**src/rtl/dcache_pkg.sv**
```systemverilog
package dcache_pkg;

    // geometry
    localparam int INDEX_W    = 6;
    localparam int OFFSET_W   = 6;
    localparam int TAG_W      = 32 - INDEX_W - OFFSET_W;
    localparam int SETS       = 1 << INDEX_W;
    localparam int WORDS      = 16;
    localparam int LINE_BYTES = 64;
    localparam int LINE_W     = 512;

    // store masks, loads reuse them as the access size
    localparam logic [3:0] STRB_BYTE = 4'b0001;
    localparam logic [3:0] STRB_HALF = 4'b0011;
    localparam logic [3:0] STRB_WORD = 4'b1111;

    localparam logic [6:0] EXP_ALE = 7'h09;    // address not aligned

    // main fsm encoding
    localparam logic [2:0] ST_IDLE      = 3'd0;
    localparam logic [2:0] ST_LOOKUP    = 3'd1;
    localparam logic [2:0] ST_WRITEBACK = 3'd2;
    localparam logic [2:0] ST_READ      = 3'd3;
    localparam logic [2:0] ST_REFILL    = 3'd4;
    localparam logic [2:0] ST_RESPOND   = 3'd5;

    // one cache line, word view for loads, byte view for stores
    typedef union packed {
        logic [WORDS-1:0][31:0]     w;
        logic [LINE_BYTES-1:0][7:0] b;
    } line_t;

    typedef logic way_t;

endpackage

```
**src/rtl/dcache_ifs.sv**
```systemverilog
`timescale 1ns/1ps

// tag lookup and metadata update between the FSM and the metadata store
interface meta_if import dcache_pkg::*; ();
    logic [INDEX_W-1:0] index;
    logic [TAG_W-1:0]   tag;
    logic               fill_we;      // write tag, set valid
    way_t               fill_way;     // target way for fill, dirty and lru writes
    logic               dirty_we;
    logic               dirty_val;
    logic               lru_we;
    logic               hit;
    way_t               hit_way;
    way_t               victim_way;
    logic               victim_dirty;
    logic [TAG_W-1:0]   victim_tag;

    modport master (
        output index, tag, fill_we, fill_way, dirty_we, dirty_val, lru_we,
        input  hit, hit_way, victim_way, victim_dirty, victim_tag
    );

    modport slave (
        input  index, tag, fill_we, fill_way, dirty_we, dirty_val, lru_we,
        output hit, hit_way, victim_way, victim_dirty, victim_tag
    );
endinterface


```
**src/rtl/meta_store.sv**
```systemverilog
`timescale 1ns/1ps

module meta_store import dcache_pkg::*; (
    input  logic   clk,
    input  logic   rstn,
    meta_if.slave  meta
);
    logic [TAG_W-1:0] tags [2][SETS];
    logic [SETS-1:0]  valid [2];
    logic [SETS-1:0]  dirty [2];
    logic [SETS-1:0]  lru;            // most recently used way per set
    logic [TAG_W-1:0] rd_tag [2];
    logic [1:0]       rd_valid;
    logic [1:0]       rd_dirty;
    logic             rd_lru;
    logic [1:0]       hit_vec;
    way_t             victim;

    // tag arrays, read before write
    always_ff @(posedge clk) begin
        if (meta.fill_we) tags[meta.fill_way][meta.index] <= meta.tag;
        rd_tag[0] <= tags[0][meta.index];
        rd_tag[1] <= tags[1][meta.index];
    end

    always_ff @(posedge clk) begin
        if (!rstn) begin
            for (int w = 0; w < 2; w++) begin
                valid[w] <= '0;
                dirty[w] <= '0;
            end
            lru      <= '0;
            rd_valid <= '0;
            rd_dirty <= '0;
            rd_lru   <= 1'b0;
        end else begin
            if (meta.fill_we) valid[meta.fill_way][meta.index] <= 1'b1;
            if (meta.dirty_we) dirty[meta.fill_way][meta.index] <= meta.dirty_val;
            if (meta.lru_we) lru[meta.index] <= meta.fill_way;
            rd_valid <= {valid[1][meta.index], valid[0][meta.index]};
            rd_dirty <= {dirty[1][meta.index], dirty[0][meta.index]};
            rd_lru   <= lru[meta.index];
        end
    end

    assign hit_vec[0] = rd_valid[0] && (rd_tag[0] == meta.tag);
    assign hit_vec[1] = rd_valid[1] && (rd_tag[1] == meta.tag);

    // an empty way first, else the one not used last
    always_comb begin
        if (!rd_valid[0]) victim = 1'b0;
        else if (!rd_valid[1]) victim = 1'b1;
        else victim = !rd_lru;
    end

    assign meta.hit          = |hit_vec;
    assign meta.hit_way      = hit_vec[1];
    assign meta.victim_way   = victim;
    assign meta.victim_dirty = rd_valid[victim] && rd_dirty[victim];
    assign meta.victim_tag   = rd_tag[victim];

    // a tag is only ever filled into one way of a set
    a_single_hit: assert property (@(posedge clk) disable iff (!rstn) !(&hit_vec))
        else $error("tag present in both ways of a set");

endmodule

```
**src/flat_wrapper.sv**
```systemverilog
// flat-port wrapper written by rule: the top's interface ports become plain ports
module meta_store_flat import dcache_pkg::*;
  (clk, rstn, meta_index, meta_tag, meta_fill_we, meta_fill_way, meta_dirty_we, meta_dirty_val, meta_lru_we, meta_hit, meta_hit_way, meta_victim_way, meta_victim_dirty, meta_victim_tag);
  meta_if meta_i ();
  input  logic clk;
  input  logic rstn;
  input wire logic [$bits(meta_i.index)-1:0] meta_index;
  input wire logic [$bits(meta_i.tag)-1:0] meta_tag;
  input wire logic [$bits(meta_i.fill_we)-1:0] meta_fill_we;
  input wire logic [$bits(meta_i.fill_way)-1:0] meta_fill_way;
  input wire logic [$bits(meta_i.dirty_we)-1:0] meta_dirty_we;
  input wire logic [$bits(meta_i.dirty_val)-1:0] meta_dirty_val;
  input wire logic [$bits(meta_i.lru_we)-1:0] meta_lru_we;
  output wire logic [$bits(meta_i.hit)-1:0] meta_hit;
  output wire logic [$bits(meta_i.hit_way)-1:0] meta_hit_way;
  output wire logic [$bits(meta_i.victim_way)-1:0] meta_victim_way;
  output wire logic [$bits(meta_i.victim_dirty)-1:0] meta_victim_dirty;
  output wire logic [$bits(meta_i.victim_tag)-1:0] meta_victim_tag;
  assign meta_i.index = meta_index;
  assign meta_i.tag = meta_tag;
  assign meta_i.fill_we = meta_fill_we;
  assign meta_i.fill_way = meta_fill_way;
  assign meta_i.dirty_we = meta_dirty_we;
  assign meta_i.dirty_val = meta_dirty_val;
  assign meta_i.lru_we = meta_lru_we;
  assign meta_hit = meta_i.hit;
  assign meta_hit_way = meta_i.hit_way;
  assign meta_victim_way = meta_i.victim_way;
  assign meta_victim_dirty = meta_i.victim_dirty;
  assign meta_victim_tag = meta_i.victim_tag;
  meta_store u_core (.clk(clk), .rstn(rstn), .meta(meta_i));
endmodule
```
**config.mk**
```make
export PLATFORM = sky130hd
export DESIGN_NAME = meta_store_flat
export DESIGN_NICKNAME = d
export VERILOG_FILES = /design/src/rtl/dcache_pkg.sv /design/src/rtl/dcache_ifs.sv /design/src/rtl/meta_store.sv /design/src/flat_wrapper.sv
export SDC_FILE = /design/constraint.sdc
export NUM_CORES = 2
export LEC_CHECK = 0
export BUFFER_PORTS_ARGS = -buffer_cell sky130_fd_sc_hd__buf_2
export CAP_MARGIN = 15
export CORE_UTILIZATION = 45
export CTS_CLUSTER_DIAMETER = 200
export DETAILED_ROUTE_END_ITERATION = 12
export GPL_TIMING_DRIVEN = 1
export PLACE_DENSITY = 0.72
export SYNTH_ARGS = -nofsm -noshare
export SYNTH_HDL_FRONTEND = slang
export SYNTH_SLANG_ARGS = --single-unit
```
**constraint.sdc**
```tcl
create_clock -name clk -period 3.6 [get_ports clk]
set_input_delay 0.54 -clock clk [delete_from_list [all_inputs] [get_ports clk]]
set_output_delay 0.54 -clock clk [all_outputs]
set_load 0.005 [all_outputs]
```
; Word-level counts from Yosys, hierarchy flattened
; Memory sizes are Yosys's and may differ from the RTL's.
; Cells that the tools add are included.
[classes]
n_lt_le_gt_ge = 5
n_eq_ne = 2
n_mux = 41
n_bitwise = 1
reduce_logical = 9
[ops]
columns = cell, n
row1 = $mux 1280, 1
row2 = $mux 64, 6
row3 = $bmux 20 s6, 2
row4 = $reduce_or 64->1, 2
row5 = $demux 20 s6, 1
row6 = $mux 20, 5
row7 = $bwmux 64, 1
row8 = $eq 20x20->1, 2
row9 = $bmux 1 s6, 5
row10 = $mux 1, 19
row11 = $ge 7x7->1 const B, 1
row12 = $lt 6x7->1 const B, 1
row13 = $lt 7x1->1 const B, 1
row14 = $not 6->7, 1
row15 = $demux 1 s6, 1
row16 = $ge 6x1->1 const B, 1
row17 = $logic_and 1x1->1, 5
row18 = $lt 1x2->1 const B, 1
row19 = $reduce_or 2->1, 1
row20 = $logic_not 1->1, 1
[word_totals]
reg_bits = 69
mem_bits_rw = 2856
inputBits = 33
output_inout_bits = 24
word_cells = 66
memories = 4
[mem_list]
columns = memory, words, word_bits, read_ports, rd_ports_with_merged_regs, wr, line_no
row1 = u_core.tags, 2, 1280, 2, 0, 1, meta_store.sv:8  ; logic [TAG_W-1:0] tags [2][SETS];
row2 = u_core.dirty, 2, 64, 2, 0, 2, meta_store.sv:10  ; logic [SETS-1:0] dirty [2];
row3 = u_core.valid, 2, 64, 2, 0, 2, meta_store.sv:9  ; logic [SETS-1:0] valid [2];
row4 = u_core.rd_tag, 2, 20, 3, 0, 2, meta_store.sv:12  ; logic [TAG_W-1:0] rd_tag [2];

; Longest topological paths before layout
[depth]
depth_word = 7
ltp_mapped = 11

; Least setup slack after synthesis
; No wires, ideal clock.
[synth_path]
path_type = input port to flip-flop
start = input meta_index[0]
end = memory u_core.tags[0][1080] in the netlist's numbering, enable pin
setup_time_ns = 0.398
t_arrival_ns = 2.774
setup_slack_ns = 0.427
stages = 8
cell_sequence = buf_6 -> buf_8 -> buf_6 -> nor3b_2 -> buf_2 -> buf_4 -> nand2_1 -> nor2_1
[synth_via]
elab_chain_len = 6
word_cells_on_any_way = 7
cone_classes = order compare (2) / mux (3) / bitwise (1) / reduce/logical (1)
[synth_rtl]
columns = item, line_no
row1 = from (decl), flat_wrapper.sv:7  ; input wire logic [$bits(meta_i.index)-1:0] meta_index;
row2 = $not 6->7 (not written as such) (*), meta_store.sv:21  ; if (meta.fill_we) tags[meta.fill_way][meta.index] <= meta.tag;
row3 = $ge 7x7->1 (not written as such) / $lt 7x1->1 (equally long branches), meta_store.sv:21
row4 = $logic_and 1x1->1 (not written as such), meta_store.sv:21
row5 = $mux 20 (not written as such), meta_store.sv:21
row6 = $demux 20 s6 (*), meta_store.sv:21
row7 = $mux 1280 (not written as such) (*), meta_store.sv:21
row8 = to (decl), meta_store.sv:8
; Mark *: on every way between the ends. The rest lies on a longest branch, timed or not.

; Worst setup path in the final report
[layout_path]
start = input meta_tag[9]
end = output meta_hit
[layout_via]
elab_chain_len = 3
word_cells_on_any_way = 5
cone_classes = eq/ne (2) / reduce/logical (3)
[layout_rtl]
columns = item, line_no
row1 = from (decl), flat_wrapper.sv:8  ; input wire logic [$bits(meta_i.tag)-1:0] meta_tag;
row2 = "$eq 20x20->1, on equally long branches", "meta_store.sv:47, meta_store.sv:46"
row3 = "$logic_and 1x1->1, on equally long branches", "meta_store.sv:47, meta_store.sv:46"
row4 = $reduce_or 2->1 (*), meta_store.sv:56  ; assign meta.hit = |hit_vec;
row5 = to (decl), flat_wrapper.sv:14  ; output wire logic [$bits(meta_i.hit)-1:0] meta_hit;
; Marks and branches as above.

==> results.sh <==
export IMPL_antenna_found_initial=18
export IMPL_crit_fanout=11
export IMPL_clockBufferDepth=4
export IMPL_wl_per_cell_um=35.6
export IMPL_syn2layout_area_growth_pct=16.2
export IMPL_synth_top_cell_by_area="edfxtp_1"
export IMPL_reg2reg_to="u_core.rd_tag[1][14]"
export IMPL_yosysUniqueCellTypes=76
export IMPL_syn_inst=6590
export IMPL_firstDrtPassIters=9
export IMPL_synth_edf_count=2688
export IMPL_worstSkewPairLatency_ns=0.96
export IMPL_vias=71100
export IMPL_setup_tns_ns=0
export IMPL_rows=184
export IMPL_htree_num_levels=5
export IMPL_hold_viol_final=0
export IMPL_fin_skew_ns=0.0761
export IMPL_powerDensity_mw_per_mm2=548
export IMPL_drt_iter0_drc=12700
export IMPL_drv_slew=0
export IMPL_drtAntennaViolNets=0
export IMPL_path_class="input port to primary output"
export IMPL_rsz0062_at_grt="false"
export IMPL_power_mw=72.8
export IMPL_syn_area_per_cell_um2=17.4
export IMPL_worst_pin_slew_ns=1.20
export IMPL_fin_util_pct=52.7
export IMPL_start_kind="input port"
export IMPL_die_area_mm2=0.256
export IMPL_ys_seq_area_share_pct=74.7
export IMPL_die_y_um=506
export IMPL_cts_sinks=2925
export IMPL_ios=57
export IMPL_critPathCapture="meta_hit"
export IMPL_grt_pass1_vias=68000
export IMPL_cp_required_ns=3.06
export IMPL_remaining_drc_errors=0
export IMPL_r2r_start="u_core.tags[1][194]"
export IMPL_cts_tree="done"
export IMPL_post_route_period_util_pct=99.6
export IMPL_cts_hold_buf=5
export IMPL_dp_hpwl_um=235000
export IMPL_fp_coreArea_mm2=0.252
export IMPL_mostFrequentLayoutCell="edfxtp_1"
export IMPL_end_kind="primary output"
export IMPL_post_cts_buffers=0
export IMPL_cts_resized=0
export IMPL_synthTopCellsByArea="edfxtp_1 71%, mux4_2 5.5%, dfxtp_1 4.1%, mux2i_1 2.4%, mux2_2 2.4%"
export IMPL_nFillCells=19400
export IMPL_worstHoldPathType="input port to flop"
export IMPL_numPortBuffers=56
export IMPL_wirelength_um=378000
export IMPL_die_w_um=506
export IMPL_ys_ff_latch=2925
export IMPL_max_cap_violations=0
export IMPL_status="finished clean"
export IMPL_finalSetupViolCount=0
export IMPL_numCtsBuffers=306
export IMPL_gp_congestion=0.971
export IMPL_via_per_inst=6.68
export IMPL_synth_nets=6623
export IMPL_yosysTopAreaCellShare_pct=70.6
export IMPL_drive_gt1_share_pct=24.2
export IMPL_grt_max_degree=183
export IMPL_grt_total_usage_pct=29.0
export IMPL_synth_area_mm2=0.114
export IMPL_stdcell_area_mm2=0.133
export IMPL_grt_pass1_wl_um=522000
export IMPL_min_period_ns=3.59
export IMPL_worst_ep_arrival_time_ns=3.05
export IMPL_initial_core_util_pct=45.4
export IMPL_fin_nets=7082
export IMPL_crit_start="meta_tag[9]"
export IMPL_power_leakage_nw=42.8
export IMPL_final_cell_mix="2,688 x edfxtp_1, 463 x buf_4, 315 x clkbuf_16"
export IMPL_max_freq_ghz=0.279
export IMPL_ir_drop_mv=0.418
export IMPL_ys_flop_type="edfxtp_1"
export IMPL_ff2ff_path_depth=5
export IMPL_async_reset_ff_share_pct=0
export IMPL_rrSetupSlack_ns=1.17
export IMPL_grt_overflow=0
export IMPL_ys_warn_count=0
export IMPL_clk_pin_slew_worst_paths_ns=0.06
export IMPL_placed_area_mm2=0.123
export IMPL_cts_root_buf="clkbuf_16"
export IMPL_slew_headroom_pct=20.2
[routing by layer]
layer | up-vias | routed length (µm) | global-route usage [%]
li1 | 27700 | - | -
met1 | 36300 | 132000 | 38.0
met2 | 6008 | 165000 | 42.8
met3 | 1129 | 54300 | 8.61
met4 | 2 | 26500 | 17.1
met5 | - | 13 | 0
[sequential cells by signal, summed over array words and instances (netlist names)]
signal,cells
u_core.valid,128
u_core.rd_lru,1
u_core.rd_valid,2
u_core.rd_dirty,2
u_core.tags,2560
u_core.lru,64
u_core.rd_tag,40
u_core.dirty,128
[worst min path at each step]
stage | startpoint | to | slack [ns] | cells past startpoint
after floorplan | u_core.valid[0][26] | u_core.valid[0][26] | 0.43 | 2
after global placement | u_core.valid[1][34] | u_core.valid[1][34] | 0.44 | 1
after detailed placement | u_core.valid[0][38] | u_core.valid[0][38] | 0.45 | 1
after CTS | meta_tag[15] | u_core.tags[1][1255] | 0.002 | 1
after global routing | meta_tag[0] | u_core.tags[1][440] | 0.02 | 1
final | meta_tag[17] | u_core.tags[1][537] | 0.06 | 1
[power by group]
| part | leakage (nW) | switching (mW) | internal (mW) |
|---|---|---|---|
| logic | 12.0 | 3.19 | 1.49 |
| clock network | 4.67 | 12.8 | 17.7 |
| registers | 26.2 | 0.261 | 37.3 |
| total | 42.8 | 16.3 | 56.5 |
[synth_stat cells (all sizes together) (222+ instances only)]
library cell and count:
a221oi 243, a22oi 235, buf 278, clkbuf 222, dfxtp 237, edfxtp 2688
mux2 246, mux2i 277, mux4 282, nand2 277, nor2 323, o21ai 282
[cell families (layout without fill, tap and decap cells)]
logic type	Yosys count	in the layout	share of synthesized area [%]
AO/OA/AOI/OAI	1451	1451	8.98
AND/OR/NAND/NOR	864	864	3.42
XOR/XNOR	40	40	0.306
buffers and inverters	505	1191	2.14
other	0	10	0
flip-flops	2925	2925	74.7
multiplexers	805	805	10.4
[stage by stage]
stage          worst slack, ns  hold WS, ns  instances
6_report                0.0131       0.0591      10600
5_1_grt                 0.0212       0.0239      10600
4_1_cts                 0.0864      0.00199      10600
3_5_place_dp           -0.0724        0.448      10100
3_3_place_gp           -0.0815        0.441      10100
2_1_floorplan            0.427        0.435       6590
[final cells by class]
class / instances / area (µm²) / area share, %
repair buffers: 651 / 6690 / 5.03
diodes: 10 / 25.0 / 0.0188
flip-flops and latches: 2925 / 85500 / 64.3
well taps: 3348 / 4190 / 3.15
inverters: 5 / 36.3 / 0.0273
clock buffers: 417 / 8560 / 6.44
multi-input cells: 3160 / 26900 / 20.3
clock inverters: 118 / 978 / 0.736
[critical path: stages]
cell and delay, ns:
dlygate4sd3_1 0.83, buf_4 0.32, xor2_1 0.09, nor4_1 0.28, nand3_1 0.13, nor4_1 0.19
buf_4 0.20, a41o_1 0.26, buf_2 0.18
(Power assumes the default switching activity.)
