## config.mk

```make
export PLATFORM = sky130hd
export DESIGN_NAME = wb_engine_flat
export DESIGN_NICKNAME = d
export VERILOG_FILES = /design/src/rtl/dcache_pkg.sv /design/src/rtl/dcache_ifs.sv /design/src/rtl/wb_engine.sv /design/src/flat_wrapper.sv
export SDC_FILE = /design/constraint.sdc
export NUM_CORES = 1
export LEC_CHECK = 0
export ABC_AREA = 1
export BUFFER_PORTS_ARGS = -buffer_cell sky130_fd_sc_hd__buf_2
export CORE_AREA = 2 2 428 430
export CTS_CLUSTER_SIZE = 40
export DETAILED_ROUTE_END_ITERATION = 6
export DIE_AREA = 0 0 430 432
export GPL_ROUTABILITY_DRIVEN = 0
export HOLD_SLACK_MARGIN = 0.12
export PLACE_DENSITY_LB_ADDON = 0.15
export SYNTH_ARGS = -nofsm -noshare
export SYNTH_HDL_FRONTEND = slang
export SYNTH_SLANG_ARGS = --single-unit
```

## constraint.sdc

```tcl
create_clock -name clk -period 1.9 [get_ports clk]
set_clock_uncertainty 0.05 [all_clocks]
set_input_delay 0.095 -clock clk [delete_from_list [all_inputs] [get_ports clk]]
set_output_delay 0.095 -clock clk [all_outputs]
set_load 0.005 [all_outputs]
```

## src/rtl/dcache_pkg.sv

```systemverilog
package dcache_pkg;

    // geometry
    localparam int INDEX_W    = 6;
    localparam int OFFSET_W   = 6;
    localparam int TAG_W      = 32 - INDEX_W - OFFSET_W;
    localparam int SETS       = 1 << INDEX_W;
    localparam int WORDS      = 16;
    localparam int LINE_BYTES = 64;
    localparam int LINE_W     = 512;

    // store masks, loads reuse them as the access size
    localparam logic [3:0] STRB_BYTE = 4'b0001;
    localparam logic [3:0] STRB_HALF = 4'b0011;
    localparam logic [3:0] STRB_WORD = 4'b1111;

    localparam logic [6:0] EXP_ALE = 7'h09;    // address not aligned

    // main fsm encoding
    localparam logic [2:0] ST_IDLE      = 3'd0;
    localparam logic [2:0] ST_LOOKUP    = 3'd1;
    localparam logic [2:0] ST_WRITEBACK = 3'd2;
    localparam logic [2:0] ST_READ      = 3'd3;
    localparam logic [2:0] ST_REFILL    = 3'd4;
    localparam logic [2:0] ST_RESPOND   = 3'd5;

    // one cache line, word view for loads, byte view for stores
    typedef union packed {
        logic [WORDS-1:0][31:0]     w;
        logic [LINE_BYTES-1:0][7:0] b;
    } line_t;

    typedef logic way_t;

endpackage

```

## src/rtl/dcache_ifs.sv

```systemverilog


// victim writeback request
interface wr_if import dcache_pkg::*; ();
    logic        start;   // one cycle pulse
    logic [31:0] addr;
    line_t       line;
    logic        done;    // held until the next start

    modport master (
        output start, addr, line,
        input  done
    );

    modport slave (
        input  start, addr, line,
        output done
    );
endinterface

```

## src/rtl/wb_engine.sv

```systemverilog
`timescale 1ns/1ps

module wb_engine import dcache_pkg::*; (
    input  logic              clk,
    input  logic              rstn,
    wr_if.slave               wr,
    output logic              o_mem_wvalid,
    input  logic              i_mem_wready,
    output logic [31:0]       o_mem_waddr,
    output logic [LINE_W-1:0] o_mem_wdata
);

    always_ff @(posedge clk) begin
        if (!rstn) begin
            o_mem_wvalid <= 1'b0;
            wr.done      <= 1'b0;
        end else if (wr.start) begin
            o_mem_wvalid <= 1'b1;
            wr.done      <= 1'b0;
        end else if (o_mem_wvalid && i_mem_wready) begin
            o_mem_wvalid <= 1'b0;
            wr.done      <= 1'b1;   // stays up until the next start
        end
    end

    // victim line and address, held through back-pressure
    always_ff @(posedge clk) begin
        if (wr.start) begin
            o_mem_waddr <= wr.addr;
            o_mem_wdata <= wr.line;
        end
    end

    a_no_overlap: assert property (@(posedge clk) disable iff (!rstn)
        wr.start |-> !o_mem_wvalid)
        else $error("writeback started while a write is pending");

endmodule

```

## src/flat_wrapper.sv

```systemverilog
// flat-port wrapper written by rule: the top's interface ports become plain ports
module wb_engine_flat import dcache_pkg::*;
  (clk, rstn, o_mem_wvalid, i_mem_wready, o_mem_waddr, o_mem_wdata, wr_start, wr_addr, wr_line, wr_done);
  wr_if wr_i ();
  input  logic clk;
  input  logic rstn;
  output logic o_mem_wvalid;
  input  logic i_mem_wready;
  output logic [31:0] o_mem_waddr;
  output logic [LINE_W-1:0] o_mem_wdata;
  input wire logic [$bits(wr_i.start)-1:0] wr_start;
  input wire logic [$bits(wr_i.addr)-1:0] wr_addr;
  input wire logic [$bits(wr_i.line)-1:0] wr_line;
  output wire logic [$bits(wr_i.done)-1:0] wr_done;
  assign wr_i.start = wr_start;
  assign wr_i.addr = wr_addr;
  assign wr_i.line = wr_line;
  assign wr_done = wr_i.done;
  wb_engine u_core (.clk(clk), .rstn(rstn), .wr(wr_i), .o_mem_wvalid(o_mem_wvalid), .i_mem_wready(i_mem_wready), .o_mem_waddr(o_mem_waddr), .o_mem_wdata(o_mem_wdata));
endmodule
```

==> impl_metrics.tcl, run 1 <==
set metrics [dict create \
    yosysUniqueCellTypes 8 \
    stop_stage "4_1_cts" \
    row_count 157 \
    synthCells 554 \
    cts.htree.levels 3 \
    cts_buffers 76 \
    cts_buffer_depth 3 \
    yosysSeqAreaShare 0.998 \
    root_buffer "clkbuf_16" \
    synth_warnings 0 \
    outcome "did not finish" \
    port_buffers 1093 \
    syn-num-nets 1102 \
    cts_setup_buffers 0 \
    clkSinkCount 546 \
    die_w_um 430 \
    start_util 0.0903 \
    post_cts_resized 0 \
    synth_area_um2 16400 \
    ioPinCount 1094 \
    ys_seq_elements 546 \
    synth.avg_cell_area_um2 29.6 \
    dp_hpwl_mm 82.8 \
    tool.error "[ERROR RSZ-0060] Max buffer count reached." \
    die_y_um 432 \
    pre_cts_ws_ns 0.524 \
    cts_hold_buffers 841 \
]
synthesized netlist by cell type:
library cell  number  share of area
dfxtp_1            2         0.0024
inv_1              2        0.00046
a21oi_2            1        0.00053
nor2_1             1        0.00023
nand2_1            2        0.00046
a21oi_1            1        0.00030
inv_2              1        0.00023
edfxtp_1         544            1.0
through the flow:
| step | area, µm² | hold slack (ns) | cells | util |
|---|---|---|---|---|
| floorplan | 16400 | 0.144 | 554 | - |
| global placement | 25200 | 0.221 | 4059 | 0.139 |
| detailed placement | 25200 | 0.223 | 4059 | 0.139 |
cell families after synthesis:
| group | count (synthesis) | share of synthesized area |
|---|---|---|
| compound gates | 2 | 0.000838 |
| buf+inv | 3 | 0.000686 |
| flops | 546 | 0.998 |
| simple gates | 3 | 0.000686 |
==> run 2: changes to the inputs <==
--- a/config.mk
+++ b/config.mk
@@ -8,11 +8,9 @@
 export ABC_AREA = 1
 export BUFFER_PORTS_ARGS = -buffer_cell sky130_fd_sc_hd__buf_2
 export CORE_AREA = 2 2 428 430
-export CTS_CLUSTER_SIZE = 40
 export DETAILED_ROUTE_END_ITERATION = 6
 export DIE_AREA = 0 0 430 432
 export GPL_ROUTABILITY_DRIVEN = 0
-export HOLD_SLACK_MARGIN = 0.12
 export PLACE_DENSITY_LB_ADDON = 0.15
 export SYNTH_ARGS = -nofsm -noshare
 export SYNTH_HDL_FRONTEND = slang
==> impl_metrics.tcl, run 2 <==
set metrics [dict create \
    yosysSeqAreaShare 0.998 \
    outcome "complete, no violations" \
    wl_per_cell_um 20.8 \
    synth-edff-count 544 \
    nets 2965 \
    largest_register_ffs 512 \
    overflow 0 \
    port_buffers 1093 \
    worstSetupEndpointType "flip-flop" \
    max_freq_mhz 611 \
    powerDensity_nw_per_um2 949 \
    cts.htree.levels 3 \
    die_area_um2 186000 \
    multi_input_area_um2 25.0 \
    postRouteAntennaNets 0 \
    holdPathStages 2 \
    ir_worst_vdd_v 0.000654 \
    clk_pin_slew_ns 0.06 \
    clk_latency_ns 0.67 \
    die_y_um 432 \
    period_needed_ns 1.64 \
    critPathKind "input port to flip-flop" \
    cts_tree "done" \
    hold_viol 0 \
    die_w_um 430 \
    yosysUniqueCellTypes 8 \
    first_global_vias 14902 \
    setup_viol 0 \
    setup_tns_ns 0 \
    synth.avg_cell_area_um2 29.6 \
    power_leakage_nw 13.8 \
    rsz0062_at_grt "false" \
    synth_largest_area_cell "edfxtp_1" \
    grt_pass1_wl_mm 130 \
    synth_area_leaders "edfxtp_1 100%, dfxtp_1 0.24%, a21oi_2 0.053%, inv_1 0.046%, nand2_1 0.046%" \
    synth_top_area_frac 0.995 \
    max_cap_viol_count 0 \
    row_count 157 \
    layout.area.seq_um2 16400 \
    start_kind "input port" \
    tightest_slew_ns 0.681 \
    wl_mm 101 \
    power_w 0.0326 \
    reg2reg_depth 3 \
    antenna_found_initial 51 \
    cts_setup_buffers 0 \
    cp.arrival_ns 2.20 \
    n_fill_cell 19783 \
    cts_buffers 76 \
    slew_headroom 0.546 \
    final_cell_mix "1092 x buf_2, 665 x dlygate4sd3_1, 544 x edfxtp_1" \
    ys_seq_elements 546 \
    root_buffer "clkbuf_16" \
    reg2reg_slack_ns 0.73 \
    fin_util 0.189 \
    r2r_start "u_core.o_mem_wvalid" \
    regMostFlops "u_core.o_mem_wdata" \
    critPathRequiredTime_ns 2.47 \
    drtIter0Drc 653 \
    hold_path_class "input port to flip-flop" \
    dp_hpwl_mm 82.8 \
    firstDrtPassIters 4 \
    holdPathEnd "u_core.o_mem_wdata[65]" \
    synthTopCellsByCount "544 x edfxtp_1, 2 x dfxtp_1, 2 x inv_1, 2 x nand2_1" \
    syn-num-nets 1102 \
    synth_most_common_cell "edfxtp_1" \
    grt_max_degree 80 \
    post_cts_resized 0 \
    critPathMaxFanout 35 \
    synthArstFlopShare 0 \
    layout-drive-gt1-share 0.497 \
    top_regs "u_core.o_mem_wdata: 512 flops, u_core.o_mem_waddr: 32 flops" \
    synthCells 554 \
    drcViolationCount 0 \
    worstHoldStart "wr_line[65]" \
    clkSinkCount 546 \
    num_vias 13762 \
    syn_to_final_growth_pct 109 \
    core-area_um2 182000 \
    mostFrequentLayoutCell "buf_2" \
    cts_hold_buffers 665 \
    grtUsageTotal 0.104 \
    synth_warnings 0 \
    slew_violations 0 \
    cts_buffer_depth 3 \
    start_util 0.0903 \
    viasPerCell 2.82 \
    ioPinCount 1094 \
    synth_area_um2 16400 \
    fin_crit_sh 0.861 \
    ys.flop_type "edfxtp_1" \
    r2r-end "u_core.o_mem_wvalid" \
]
## run 2: metal layers
layer | vias up | GRT usage | wire (µm)
met2 | 608 | 0.181 | 51700
met5 | - | 0 | 153
met3 | 164 | 0.0335 | 6860
met4 | 24 | 0.0360 | 3170
met1 | 6927 | 0.119 | 39600
li1 | 6039 | - | -
## run 2: cell type report
cell class,count,share of cell area
diodes,15,0.00109
clock buffers,89,0.0568
clock inverters,47,0.0147
inverters,3,0.000328
multi-input cells,5,0.000729
flip-flops and latches,546,0.477
well taps,2385,0.0869
repair buffers,1785,0.363
## run 2: how the worst max path moves through the flow
stage / startpoint / end / slack, ns / depth (start not counted)
floorplan: u_core.o_mem_wvalid / u_core.wr.done / 1.28 / 2
global route: wr_start / u_core.o_mem_wvalid / 0.25 / 7
CTS: u_core.o_mem_wdata[255] / o_mem_wdata[255] / 0.23 / 1
global placement: wr_start / u_core.o_mem_wdata[356] / 0.56 / 3
finish: wr_start / u_core.o_mem_wvalid / 0.26 / 7
detailed placement: wr_start / u_core.o_mem_wdata[305] / 0.52 / 3
## run 2: cell families (layout without fill, tap and decap cells)
kind of cell / count (synthesis) / in the layout / share of synthesized area
buf+inv: 3 / 1924 / 0.000686
flops: 546 / 546 / 0.998
other cells: 0 / 15 / 0
compound gates: 2 / 2 / 0.000838
simple gates: 3 / 3 / 0.000686
## run 2: through the flow
| step | area [µm²] | worst slack (ns) | cells | hold slack (ns) |
|---|---|---|---|---|
| global placement | 25200 | 0.561 | 4059 | 0.221 |
| global route | 34300 | 0.247 | 4872 | 0.0103 |
| CTS | 34300 | 0.233 | 4860 | 0.000108 |
| finish | 34300 | 0.265 | 4875 | 0.0916 |
| floorplan | 16400 | 1.28 | 554 | 0.144 |
| detailed placement | 25200 | 0.524 | 4059 | 0.223 |
## run 2: power breakdown
| group | total [W] | internal, W | switching, W |
|---|---|---|---|
| Clock | 0.0142 | 0.00825 | 0.00597 |
| Sequential | 0.0147 | 0.0143 | 0.000379 |
| Combinational | 0.00364 | 0.00194 | 0.00170 |
| Total | 0.0326 | 0.0245 | 0.00805 |
## run 2: worst max-delay path: stages
cell and delay (ns):
dlygate4sd3_1 0.59, buf_8 0.22, buf_12 0.22, buf_12 0.24, inv_2 0.07, a21oi_2 0.12
dlygate4sd3_1 0.54
Power figures use the tool's default switching activity.
==> run 3: changes to the inputs <==
--- a/config.mk
+++ b/config.mk
@@ -5,7 +5,7 @@
 export SDC_FILE = /design/constraint.sdc
 export NUM_CORES = 1
 export LEC_CHECK = 0
-export ABC_AREA = 1
+export ABC_AREA = 0
 export BUFFER_PORTS_ARGS = -buffer_cell sky130_fd_sc_hd__buf_2
 export CORE_AREA = 2 2 428 430
 export DETAILED_ROUTE_END_ITERATION = 6
==> impl_metrics.tcl, run 3 <==
set metrics [dict create \
    largest_register_ffs 512 \
    critPathMaxFanout 25 \
    mostFrequentLayoutCell "buf_2" \
    synth_top_family_by_area "simple AND/OR/NAND/NOR gates" \
    slew_violations 0 \
    wl_mm 106 \
    clk_pin_slew_ns 0.06 \
    synth_warnings 0 \
    dp_hpwl_mm 88.3 \
    ioPinCount 1094 \
    core-area_um2 182000 \
    drtIter0Drc 736 \
    reg2reg_depth 3 \
    holdPathStages 2 \
    fin_ws_ns 0.323 \
    top_usage_layer "met2" \
    synthArstFlopShare 0 \
    regMostFlops "u_core.o_mem_wdata" \
    startpoint "wr_start" \
    cts_buffers 75 \
    fin_crit_sh 0.830 \
    synthCells 550 \
    setup_viol 0 \
    setup_tns_ns 0 \
    reg2reg_slack_ns 0.57 \
    hold_path_class "input port to flip-flop" \
    synthAdderAreaFrac 0 \
    layout-drive-gt1-share 0.499 \
    tightest_slew_ns 0.559 \
    final_cell_area_um2 34300 \
    top_regs "u_core.o_mem_wdata: 512 flops, u_core.o_mem_waddr: 32 flops" \
    start_util 0.0903 \
    overflow 0 \
    final_cell_mix "1092 x buf_2, 668 x dlygate4sd3_1, 544 x edfxtp_1" \
    first_global_vias 14955 \
    ys_seq_elements 546 \
    r2r-end "u_core.o_mem_wvalid" \
    crit_path_max_incr_delay_ns 0.57 \
    synth_largest_area_cell "edfxtp_1" \
    synth.avg_cell_area_um2 29.8 \
    pre_cts_ws_ns 0.472 \
    cp.arrival_ns 2.14 \
    start_kind "input port" \
    crit_top_cell "dlygate4sd3_1" \
    crit_chain "dlygate4sd3_1 -> buf_8 -> buf_12 -> buf_4 -> o21a_1 -> dlygate4sd3_1" \
    ys.flop_type "edfxtp_1" \
    viasPerCell 2.82 \
    yosysSeqAreaShare 0.998 \
    synth_area_um2 16400 \
    slew_headroom 0.627 \
    r2r_start "u_core.o_mem_wvalid" \
    drcViolationCount 0 \
    syn-num-nets 1098 \
    hold_ws_ns 0.0867 \
    rsz0062_at_grt "false" \
    critPathRequiredTime_ns 2.46 \
    yosysUniqueCellTypes 6 \
    n_fill_cell 19738 \
    synth_xor_area_frac 0 \
    placed_cell_area_um2 25200 \
    synth-simple-area-share 0.00114 \
    synth_area_leaders "edfxtp_1 100%, dfxtp_1 0.24%, nor3b_2 0.076%, o21a_1 0.046%, nor2b_1 0.038%" \
    die_y_um 432 \
    grt_pass1_wl_mm 136 \
    critPathKind "input port to flip-flop" \
    root_buffer "clkbuf_16" \
    hold_viol 0 \
    synthMuxAreaShare 0 \
    clk_latency_ns 0.67 \
    nets 2964 \
    firstDrtPassIters 4 \
    use_met3 0.0314 \
    wl_per_cell_um 21.7 \
    worstSetupEndpointType "flip-flop" \
    max_cap_viol_count 0 \
    grt_max_degree 71 \
    grt_use_met2 0.193 \
    clkSinkCount 546 \
    syn_to_final_growth_pct 109 \
    cts.htree.levels 3 \
    power_leakage_nw 13.8 \
    slowest_stage "dlygate4sd3_1" \
    max_freq_mhz 634 \
    synth_compound_area_frac 0.000763 \
    antenna_found_initial 64 \
    die_w_um 430 \
    crit_end "u_core.o_mem_wvalid" \
    cts_buffer_depth 3 \
    row_count 157 \
    grt_use_met1 0.129 \
    synth-edff-count 544 \
    num_vias 13743 \
    outcome "complete, no violations" \
    grtUsageTotal 0.109 \
    synth_top_area_frac 0.996 \
    post_cts_resized 0 \
    die_area_um2 186000 \
    port_buffers 1093 \
    cts_tree "done" \
    period_needed_ns 1.58 \
    powerDensity_nw_per_um2 945 \
    synthTopCellsByCount "544 x edfxtp_1, 2 x dfxtp_1" \
    postRouteAntennaNets 0 \
    ir_worst_vdd_v 0.000672 \
    synth_most_common_cell "edfxtp_1" \
]
-- run 3: cell types whose count changed in the layout (fill, tap and decap cells not counted), moves of 2 or more --
| cell | change |
|---|---|
| clkinv_2 | +10 |
| clkinv_4 | -5 |
| diode_2 | +5 |
| buf_4 | +4 |
| buf_12 | -3 |
| clkbuf_1 | -3 |
| dlygate4sd3_1 | +3 |
| inv_16 | +3 |
| clkinv_8 | -2 |
| inv_1 | -2 |
| nand2_1 | -2 |
-- run 3: per-stage QoR --
| step | total power, W | cells | util |
|---|---|---|---|
| after floorplan | 0.0150 | 550 | - |
| after global placement | 0.0176 | 4056 | 0.138 |
| after detailed placement | 0.0176 | 4056 | 0.138 |
| after CTS | 0.0332 | 4861 | 0.189 |
| after global routing | 0.0338 | 4876 | 0.189 |
| final | 0.0324 | 4881 | 0.189 |
-- run 3: kinds of logic (layout without fill, tap and decap cells) --
family / after synthesis / in the layout
AND/OR/NAND/NOR: 2 / 2
AO/OA/AOI/OAI: 2 / 2
flip-flops: 546 / 546
other: 0 / 20
buffers and inverters: 0 / 1926
-- run 3: area by class of cell --
cell class,instances,area (µm²),share of cell area
diodes,20,50.0,0.00146
clock buffers,87,1960,0.0572
clock inverters,50,475,0.0138
multi-input cells,4,31.3,0.000911
flip-flops and latches,546,16400,0.477
well taps,2385,2980,0.0869
repair buffers,1789,12500,0.363
-- run 3: timing repair --
item	in CTS	in global routing
buffers inserted	0	0
hold buffers	668	0
endpoints found under the hold margin	661	0
-- run 3: worst min path at each step --
stage / start / endpoint / slack, ns
3_5_place_dp: wr_line[20] / u_core.o_mem_wdata[20] / 0.22
4_1_cts: wr_line[310] / u_core.o_mem_wdata[310] / 0.0002
6_report: wr_line[321] / u_core.o_mem_wdata[321] / 0.09
5_1_grt: wr_line[364] / u_core.o_mem_wdata[364] / 0.03
3_3_place_gp: wr_line[480] / u_core.o_mem_wdata[480] / 0.22
2_1_floorplan: wr_start / u_core.wr.done / 0.11
-- run 3: worst max-delay path, delay by kind of cell --
family          cells  cell delay (ns)
buf+inv             5             1.88
compound gates      1             0.13
-- run 3: layer usage --
layer	vias up	wire [µm]
met5	-	190
met2	617	54200
li1	6057	-
met4	34	2630
met1	6860	41100
met3	175	7720
-- run 3: report_power, final --
part,internal [W],switching [W]
Sequential,0.0143,0.000361
Combinational,0.00194,0.00176
Clock,0.00819,0.00586
Total,0.0245,0.00798
