**src/rtl/dcache_pkg.sv**
```systemverilog
package dcache_pkg;

    // geometry
    localparam int INDEX_W    = 6;
    localparam int OFFSET_W   = 6;
    localparam int TAG_W      = 32 - INDEX_W - OFFSET_W;
    localparam int SETS       = 1 << INDEX_W;
    localparam int WORDS      = 16;
    localparam int LINE_BYTES = 64;
    localparam int LINE_W     = 512;

    // store masks, loads reuse them as the access size
    localparam logic [3:0] STRB_BYTE = 4'b0001;
    localparam logic [3:0] STRB_HALF = 4'b0011;
    localparam logic [3:0] STRB_WORD = 4'b1111;

    localparam logic [6:0] EXP_ALE = 7'h09;    // address not aligned

    // main fsm encoding
    localparam logic [2:0] ST_IDLE      = 3'd0;
    localparam logic [2:0] ST_LOOKUP    = 3'd1;
    localparam logic [2:0] ST_WRITEBACK = 3'd2;
    localparam logic [2:0] ST_READ      = 3'd3;
    localparam logic [2:0] ST_REFILL    = 3'd4;
    localparam logic [2:0] ST_RESPOND   = 3'd5;

    // one cache line, word view for loads, byte view for stores
    typedef union packed {
        logic [WORDS-1:0][31:0]     w;
        logic [LINE_BYTES-1:0][7:0] b;
    } line_t;

    typedef logic way_t;

endpackage

```
**src/rtl/access_fmt.sv**
```systemverilog
`timescale 1ns/1ps

module access_fmt import dcache_pkg::*; (
    input  logic [31:0]           i_addr,
    input  logic [31:0]           i_wdata,
    input  logic [3:0]            i_wstrb,
    input  logic                  i_signed,
    input  logic                  i_store,
    input  logic                  i_wsel,       // merge base: 1 fill line, 0 hit line
    input  line_t                 i_hit_line,
    input  line_t                 i_fill_line,
    output line_t                 o_store_line,
    output logic [LINE_BYTES-1:0] o_store_be,
    output logic [31:0]           o_rdata,
    output logic                  o_ale
);
    logic [31:0] wshift;
    logic [3:0]  bsh;
    line_t       base;
    logic [31:0] word;
    logic [15:0] half;
    logic [7:0]  bval;

    // store data and mask moved to their byte lanes
    assign wshift = i_wdata << {i_addr[1:0], 3'b000};
    assign bsh    = i_wstrb << i_addr[1:0];
    assign base   = i_wsel ? i_fill_line : i_hit_line;

    always_comb begin
        for (int b = 0; b < LINE_BYTES; b++) begin
            o_store_be[b]     = i_store && (b / 4 == i_addr[OFFSET_W-1:2]) && bsh[b % 4];
            o_store_line.b[b] = o_store_be[b] ? wshift[8 * (b % 4) +: 8] : base.b[b];
        end
    end

    // load path
    assign word = i_hit_line.w[i_addr[OFFSET_W-1:2]];
    assign half = i_addr[1] ? word[31:16] : word[15:0];
    assign bval = word[{i_addr[1:0], 3'b000} +: 8];

    always_comb begin
        case (i_wstrb)
            STRB_BYTE: o_rdata = {{24{i_signed & bval[7]}}, bval};
            STRB_HALF: o_rdata = {{16{i_signed & half[15]}}, half};
            default:   o_rdata = word;
        endcase
    end

    assign o_ale = ((i_wstrb == STRB_HALF) && i_addr[0])
                || ((i_wstrb == STRB_WORD) && (i_addr[1:0] != 2'b00));

endmodule

```
**config.mk**
```make
export PLATFORM = sky130hd
export DESIGN_NAME = access_fmt
export DESIGN_NICKNAME = d
export VERILOG_FILES = /design/src/rtl/dcache_pkg.sv /design/src/rtl/access_fmt.sv
export SDC_FILE = /design/constraint.sdc
export NUM_CORES = 1
export LEC_CHECK = 0
export BUFFER_PORTS_ARGS = -buffer_cell sky130_fd_sc_hd__clkbuf_2
export CORE_AREA = 2 2 673 675
export DETAILED_ROUTE_END_ITERATION = 10
export DIE_AREA = 0 0 675 677
export GPL_TIMING_DRIVEN = 0
export MAX_ROUTING_LAYER = met4
export SETUP_SLACK_MARGIN = 0.02
export SYNTH_ARGS = -nofsm -noshare
export SYNTH_HDL_FRONTEND = slang
export SYNTH_SLANG_ARGS = --single-unit
```
**constraint.sdc**
```tcl
create_clock -name vclk -period 3.8
set_clock_uncertainty 0.15 [all_clocks]
set_input_delay 0.76 -clock vclk [all_inputs]
set_output_delay 0.76 -clock vclk [all_outputs]
set_load 0.01 [all_outputs]
```
==> impl_metrics.yaml, run 1 <==
logic_synthesis:
  synth.avg_cell_area_um2: 6.88
  ys_types: 44
  synth_top_family_by_area: "multiplexers"
  synth-compound-area-share_pct: 20.5
  synth_fp_nets: 3436
  synth_xor_area_share_pct: 0
  yosys_warnings: 0
  seq_area_frac_synth_pct: 0
  yosys-mux-area-fraction_pct: 53.8
  synthAdderAreaFrac_pct: 0
  synthSimpleGateAreaFrac_pct: 18.6
  synthCells: 2341
  synth_area_mm2: 0.0161
place:
  hpwlAfterDp_um: 497000
  port-buffer-count: 1665
  dp_cells: 10000
  gp_congestion: 0.998
timing:
  endpoint_type: "output port"
  worstEndpointGrtRepair: "o_rdata[8]"
global_route:
  antenna_found_initial: 367
  grt_pass1_vias: 29700
  grt_first_pass_wirelength_um: 598000
  grtUsageTotal_pct: 23.1
  gr-total-overflow: 0
  grt_max_degree: 11
floorplanning:
  row_count: 247
  ios: 1704
  dieHeight_um: 677
  initial_core_util_pct: 3.58
  die_w_um: 675
clock_network:
  holdBufCountCts: 0
outcome:
  tool.error: "[ERROR DRT-0255] Maze Route cannot find path of net o_store_line[160] in worker of routeBox ( 627900 193200 ) ( 675000 241500 )."
  stop_stage: "detailed routing"
  status: "stopped before the end"
## layer usage
metal and GRT usage [%]:
met5 -, met4 9.23, met3 12.3, met2 38.9
met1 22.1
## kinds of logic after synthesis
group                  after synthesis
buffers and inverters              264
muxes                              703
AOI/OAI and AO/OA                  618
and+or+nand+nor                    756
## metrics by stage
| step | cell area, um^2 | worst slack [ps] |
|---|---|---|
| global route | 42600 | -694 |
| CTS | 38400 | -723 |
| detailed placement | 33200 | -5300 |
| global placement | 32000 | -6650 |
| floorplan | 16200 | -1.08 |
## cells in the mapped netlist (5+ instances only)
library cell,count,area [um^2]
mux2i_1,555,5560
o21ai_1,27,135
nor4_1,5,31.3
inv_1,32,120
nor2_1,311,1170
o21ai_0,256,1280
buf_4,9,67.6
a21oi_1,274,1370
a22o_1,8,70.1
nand3_1,12,60.1
nand2b_1,8,50.1
clkbuf_1,137,514
a221oi_1,15,131
mux4_2,129,2910
mux2_2,18,203
nand2_1,378,1420
nor2b_1,15,93.8
and2_1,5,31.3
a22oi_1,16,120
buf_2,60,300
buf_1,22,82.6
nor3_1,6,30.0
## what timing repair did
action,CTS,global route
pin swaps,61,60
gates cloned,3,18
setup endpoints to repair,609,609
endpoints found under the hold margin,0,0
setup buffers,124,94
gates resized for setup,998,853
==> run 2, diff against run 1 <==
- CORE_AREA: 2 2 673 675 -> 2 2 672 674
- DIE_AREA: 0 0 675 677 -> 0 0 674 676
- MAX_ROUTING_LAYER: met4 -> default
- PLACE_DENSITY_LB_ADDON: default -> 0.15
- SETUP_SLACK_MARGIN: 0.02 -> default
- clock period: 3.8 -> 4.94 ns (I/O delays scaled with it)
==> run 2 against run 1 <==
- the flow now finishes, with violations (negative setup slack)
- synthesized cell count did not move
- area after synthesis unchanged
- global-route usage down 4.0 points
==> impl_metrics.yaml, run 2 <==
outcome:
  status: "complete, but fails checks"
  failed_checks: "negative setup slack"
timing:
  fin_crit_sh_pct: 102
  maxSlewHeadroom_pct: 28.9
  finalSetupViolations: 31
  rsz0062_at_grt: "yes"
  worst_slew_pin_slew_ps: 1060
  fmax_mhz: 197
  hold_viol: 0
  tns_ps: -2170
  post-route-min-period_ps: 5060
  fin_ws_ps: -123
  drv_slew: 0
worst_setup_path:
  cpMostUsedCell: "buf_16"
  cp_slowest_cell: "mux4_2"
  path_buf_inv: 7
  critPathMaxStageDelay_ps: 680
  start_kind: "input pin"
  worstSetupPathType: "in2out"
  cp.arrival_ps: 3930
  critPathTopFamily: "buffers and inverters"
  worst_setup_path_end_kind: "output pin"
  path_cells: "buf_16 > buf_16 > buf_16 > mux4_2 > mux2_4 > o32ai_4 > a2111oi_4 > buf_4 > buf_6 > a21oi_4 > clkbuf_16 > nand2_1 > buf_8"
  path_max_fanout: 6
  critPathRequiredTime_ps: 3800
layout:
  layout-drive-gt1-share_pct: 61.7
  fin_cells: 10200
  fill_cells: 52700
  syn_to_final_growth_pct: 143
  n_clock_buffer: 0
  final_util_pct: 8.73
  multiInputGateArea_mm2: 0.0175
  final_common_cell: "clkbuf_2"
  layout_common_cells: "clkbuf_2, mux2i_1, nand2_1"
  fin_nets: 5307
  register_area_um2: 0
  nFlopsAndLatches: 0
place:
  dp_cells: 10000
  port-buffer-count: 1665
  hpwlAfterDp_um: 421000
  gp_congestion: 1.01
  dp_slack_ps: -4490
logic_synthesis:
  yosysTopAreaCell: "mux2i_1"
  synth_commonest_cells: "mux2i_1, nand2_1, nor2_1"
  ys_top_cells_by_area: "mux2i_1, mux4_2, nand2_1"
  synth_fp_nets: 3436
  yosys_warnings: 0
  ys_types: 44
  synth.avg_cell_area_um2: 6.88
  synth_top_area_share_pct: 34.5
  yosysMostFrequentCell: "mux2i_1"
  synth_area_mm2: 0.0161
  synthCells: 2341
  seq_area_frac_synth_pct: 0
run:
  maxCapViolations: 0
drt:
  drt_pass1_iterations: 5
  routed_wl_um: 457000
  vias: 29800
  viasPerCell: 2.93
  ant_nets: 0
  initialDrtViolationCount: 2152
  drc_errors: 0
  wl_per_cell_um: 44.8
global_route:
  grt_first_pass_wirelength_um: 522000
  grt_pass1_vias: 30400
  grt_busiest_layer: "met2"
  grtUsageMet3_pct: 6.08
  use_met2_pct: 36.4
  grt_max_degree: 17
  antenna_found_initial: 99
  gr-total-overflow: 0
  met1_usage_pct: 20.5
  grtUsageTotal_pct: 19.1
floorplanning:
  die_area_mm2: 0.456
  ios: 1704
  initial_core_util_pct: 3.60
  coreArea_mm2: 0.448
  die_w_um: 674
  row_count: 246
  dieHeight_um: 676
clock_network:
  holdBufCountCts: 0
min_path:
  min_path_type: "in2out"
run 2: cell counts after synthesis:
Identical to the previous run, type by type.
run 2: final timing paths:
| check | from | slack (ps) | endpoint | depth (start not counted) |
|---|---|---|---|---|
| min | i_fill_line[122] | 2220 | o_store_line[122] | 4 |
| max | i_addr[2] | -120 | o_rdata[21] | 13 |
run 2: final cells by class:
cell class                 instances  area share [%]
multi-input combinational       2077            44.8
tap                             5952            19.0
timing repair buffer            1876            30.6
inverter                          32           0.307
buffer                           225            5.01
antenna                           28           0.179
run 2: repair_timing:
action,in CTS,in global routing
setup endpoints to repair,609,109
pin swaps,63,29
resized for setup,938,155
gates cloned,1,2
buffers inserted,125,19
run 2: logic make-up after synthesis:
family,count (synthesis),share of synthesized area [%]
AOI/OAI and AO/OA,618,20.5
and+or+nand+nor,756,18.6
buffers and inverters,264,7.04
muxes,703,53.8
run 2: per-stage QoR:
stage | instance area (um^2) | hold slack, ps
2_1_floorplan | 16100 | 2040
6_report | 39100 | 2220
4_1_cts | 38500 | 2230
3_5_place_dp | 33400 | 2230
3_3_place_gp | 31900 | 2240
5_1_grt | 39000 | 2270
run 2: routing by layer:
| metal | up-vias | routed length [um] |
|---|---|---|
| met5 | - | 249 |
| met4 | 34 | 12000 |
| li1 | 12300 | - |
| met2 | 1733 | 240000 |
| met1 | 15500 | 167000 |
| met3 | 248 | 37700 |
==> run 3, diff against run 2 <==
- ABC_AREA: default -> 1
- CORE_AREA: 2 2 672 674 -> 2 2 659 661
- DIE_AREA: 0 0 674 676 -> 0 0 661 663
==> run 3 against run 2 <==
- the run still ends with negative setup slack left
- sequential cell count is the same
- clock-buffer cell count is the same
- worst setup slack gained 29 ps
- synthesized cell count grew 60%
- first-iteration DRC count grew 64%
- critical path type unchanged
==> impl_metrics.yaml, run 3 <==
floorplanning:
  row_count: 242
  die_w_um: 661
  coreArea_mm2: 0.432
  die_area_mm2: 0.438
  initial_core_util_pct: 4.03
  ios: 1704
  dieHeight_um: 663
place:
  port-buffer-count: 1675
  dp_slack_ps: -2570
  gp_congestion: 0.906
  hpwlAfterDp_um: 525000
timing:
  fin_crit_sh_pct: 102
  post-route-min-period_ps: 5030
  rsz0062_at_grt: "yes"
  finalSetupViolations: 12
  maxSlewHeadroom_pct: 15.2
  fin_ws_ps: -94.1
  drv_slew: 0
  worst_slew_pin_slew_ps: 1270
  hold_viol: 0
  fmax_mhz: 199
worst_setup_path:
  critPathTopFamily: "buffers and inverters"
  critPathRequiredTime_ps: 3800
  critPathMaxStageDelay_ps: 450
  cp.arrival_ps: 3900
  path_cells: "clkbuf_2 > nand2_4 > clkbuf_16 > buf_12 > clkbuf_8 > buf_12 > o22ai_2 > o21ai_4 > nand4_1 > nand2_1 > nor2_1 > clkbuf_2"
  path_buf_inv: 6
  start_kind: "input pin"
  worst_setup_path_end_kind: "output pin"
  cp_slowest_cell: "nand4_1"
  path_max_fanout: 9
  worstSetupPathType: "in2out"
drt:
  ant_nets: 0
  drt_pass1_iterations: 5
  drc_errors: 0
  initialDrtViolationCount: 3526
  wl_per_cell_um: 51.1
  vias: 38100
  routed_wl_um: 581000
  viasPerCell: 3.35
layout:
  syn_to_final_growth_pct: 116
  fin_nets: 6641
  layout_common_cells: "clkbuf_2, nand2_1, o21ai_0"
  final_common_cell: "clkbuf_2"
  layout-drive-gt1-share_pct: 44.1
  n_clock_buffer: 0
  nFlopsAndLatches: 0
  register_area_um2: 0
global_route:
  antenna_found_initial: 265
  grt_first_pass_wirelength_um: 663000
  grtUsageTotal_pct: 25.5
  grt_pass1_vias: 37100
  grt_max_degree: 18
  gr-total-overflow: 0
run:
  maxCapViolations: 0
logic_synthesis:
  synth_commonest_cells: "nand2_1, o21ai_0, inv_1"
  yosysTopAreaCell: "nand2_1"
  yosysMostFrequentCell: "nand2_1"
  synth_area_mm2: 0.0174
  synthCells: 3744
  synth.avg_cell_area_um2: 4.65
  synth_top_area_share_pct: 25.6
  ys_top_cells_by_area: "nand2_1, o21ai_0, inv_1"
  seq_area_frac_synth_pct: 0
  ys_types: 34
  yosys_warnings: 0
  synth_fp_nets: 4839
outcome:
  failed_checks: "negative setup slack"
  status: "complete, but fails checks"
min_path:
  min_path_type: "in2out"
clock_network:
  holdBufCountCts: 0
-- run 3: cell count changes after synthesis, moves of 56 or more --
| cell | change |
|---|---|
| mux2i_1 | -555 |
| inv_1 | +549 |
| a21oi_1 | -241 |
| o21ai_0 | +488 |
| nor2_1 | -167 |
| o211ai_1 | +272 |
| mux4_2 | -129 |
| nand2_1 | +812 |
| o21ai_1 | +134 |
| a22oi_1 | +56 |
| inv_2 | +64 |
-- run 3: final cells by class --
cell class	instances	area, um^2
multi-input cells	2800	15100
inverters	648	2540
repair buffers	1802	10400
plain buffers	294	2230
well taps	5734	7170
fillers	52000	394000
diodes	93	233
-- run 3: worst min-delay path: cells and delay by family --
kind,cells,cell delay (ps)
buf+inv,2,270
compound gates,2,170
-- run 3: worst paths after layout --
| path | startpoint | end | cells after the start |
|---|---|---|---|
| max | i_addr[3] | o_rdata[6] | 12 |
| min | i_hit_line[176] | o_store_line[176] | 4 |
-- run 3: logic make-up (layout without fill, tap and decap cells) --
group                  after synthesis  after routing  synth area share, %
buffers and inverters              944           2744                 21.7
AO/OA/AOI/OAI                     1374           1374                 45.6
AND/OR/NAND/NOR                   1425           1425                 32.6
multiplexers                         1              1               0.0646
other                                0             93                    0
-- run 3: routing by layer --
metal / vias to the layer above / global-route usage [%] / part of all wire (%)
met2: 2311 / 44.8 / 49
met3: 476 / 7.22 / 8.0
li1: 16000 / - / -
met4: 100 / 8.50 / 3.9
met5: - / 0 / 0.11
met1: 19300 / 29.4 / 39
-- run 3: per-stage QoR --
| step | std cells | TNS (ps) | hold slack [ps] | cell area [um^2] | utilization [%] |
|---|---|---|---|---|---|
| 2_1_floorplan | 3744 | 0 | 1990 | 17400 | - |
| 3_3_place_gp | 11200 | -1225400 | 2260 | 33000 | 7.63 |
| 3_5_place_dp | 11200 | -625100 | 2260 | 34700 | 8.03 |
| 4_1_cts | 11300 | -533 | 2270 | 37200 | 8.60 |
| 5_1_grt | 11300 | -60.7 | 2310 | 37600 | 8.69 |
| 6_report | 11400 | -414 | 2270 | 37700 | 8.73 |
-- run 3: what timing repair did --
action,CTS,global route
hold endpoints to repair,0,0
setup endpoints to repair,551,109
setup buffers,42,4
gates resized for setup,686,104
gates cloned,1,0
pin swaps,30,9
==> run 4, diff against run 3 <==
- CELL_PAD_IN_SITES_DETAIL_PLACEMENT: default -> 1
- CELL_PAD_IN_SITES_GLOBAL_PLACEMENT: default -> 1
- MAX_ROUTING_LAYER: default -> met4
==> run 4 against run 3 <==
- the flow still finishes with violations (negative setup slack)
- sequential cell count unchanged
- sequential share of layout area did not move
- critical path depth is 5 lower
==> impl_metrics.yaml, run 4 (same netlist as run 3, synthesis figures left out) <==
floorplanning:
  dieHeight_um: 663
  initial_core_util_pct: 4.03
  coreArea_mm2: 0.432
  row_count: 242
  die_area_mm2: 0.438
  ios: 1704
  die_w_um: 661
drt:
  routed_wl_um: 569000
  drt_pass1_iterations: 6
  initialDrtViolationCount: 3118
  ant_nets: 0
  vias: 38400
  wl_per_cell_um: 49.8
  drc_errors: 0
  viasPerCell: 3.36
layout:
  register_area_um2: 0
  final_common_cell: "clkbuf_2"
  final_util_pct: 8.93
  fin_cells: 11400
  layout_common_cells: "clkbuf_2, nand2_1, o21ai_0"
  nFlopsAndLatches: 0
  fin_nets: 6687
  fill_cells: 52900
  fin_area_mm2: 0.0386
  syn_to_final_growth_pct: 121
  layout-drive-gt1-share_pct: 44.6
  n_clock_buffer: 0
min_path:
  min_path_type: "in2out"
timing:
  worst_slew_pin_slew_ps: 1180
  post-route-min-period_ps: 5020
  fin_crit_sh_pct: 102
  rsz0062_at_grt: "yes"
  fmax_mhz: 199
  finalSetupViolations: 7
  fin_ws_ps: -78.4
  maxSlewHeadroom_pct: 20.7
  holdWs_ps: 2250
  hold_viol: 0
  drv_slew: 0
power_and_ir_drop:
  p_per_area_mw_per_mm2: 153
  max-vdd-ir-drop_uv: 41.9
  power_leakage_nw: 18.7
global_route:
  grt_busiest_layer: "met2"
  met1_usage_pct: 30.2
  grt_first_pass_wirelength_um: 662000
  grtUsageTotal_pct: 25.7
  grtUsageMet3_pct: 5.69
  grt_pass1_vias: 39900
  use_met2_pct: 44.2
  grt_max_degree: 11
  antenna_found_initial: 214
  gr-total-overflow: 0
place:
  hpwlAfterDp_um: 515000
  postPlaceCellArea_mm2: 0.0348
  dp_cells: 11200
  dp_slack_ps: -2610
  gp_congestion: 0.904
  port-buffer-count: 1675
worst_setup_path:
  start_kind: "input pin"
  cp.arrival_ps: 3880
  critPathRequiredTime_ps: 3800
  worst_setup_path_end_kind: "output pin"
  worstSetupPathType: "in2out"
  path_max_fanout: 10
outcome:
  status: "complete, but fails checks"
  failed_checks: "negative setup slack"
run:
  maxCapViolations: 0
clock_network:
  holdBufCountCts: 0
[run 4: cell count changes in the layout (fill, tap and decap cells not counted), sizes merged]
| cell | delta |
|---|---|
| clkinvlp | +2 |
| bufbuf | +1 |
| diode | +21 |
| bufinv | +1 |
| inv | -3 |
| nor2 | +1 |
| clkdlybuf4s15 | +1 |
| buf | +43 |
[run 4: per-stage QoR]
step	TNS (ps)	total power, mW
final	-330	5.90
after global routing	-85.8	6.06
after CTS	-109	6.01
after detailed placement	-797270	5.61
after global placement	-1253350	5.41
after floorplan	0	1.33
[run 4: path summary, 6_finish.rpt]
| path | from | to | slack (ps) | cells after the start |
|---|---|---|---|---|
| worst max-delay path | i_wsel | o_store_line[439] | -80 | 7 |
| worst min-delay path | i_wstrb[0] | o_ale | 2250 | 4 |
[run 4: cell type report]
cell class	count	area, um^2	area share, %
buffer	294	2310	5.98
inverter	648	2560	6.64
timing repair buffer	1847	11000	28.6
multi-input combinational	2801	15200	39.4
antenna	114	285	0.740
tap	5734	7170	18.6
[run 4: where the power goes]
group	leakage, nW	switching (mW)	internal (mW)
registers	0	0	0
clock network	0.000754	0	0.00000150
logic	18.7	4.45	1.45
total	18.7	4.45	1.45
[run 4: repair_timing]
| item | 4_1_cts | 5_1_grt |
|---|---|---|
| buffers inserted | 79 | 7 |
| resized for setup | 795 | 50 |
| endpoints found under the setup margin | 552 | 62 |
| cloned | 2 | 0 |
| pin swaps | 48 | 12 |
[run 4: critical path, stage by stage]
cell,delay (ps)
buf_8,300
buf_6,330
clkbuf_2,520
buf_1,710
o211ai_1,150
o21ai_0,280
clkbuf_2,450
[run 4: routing by layer]
layer,vias to the layer above,wire [um]
li1,16200,-
met1,20000,236000
met2,1955,280000
met3,329,35600
met4,0,17600
met5,-,0
(Power assumes the default switching activity.)
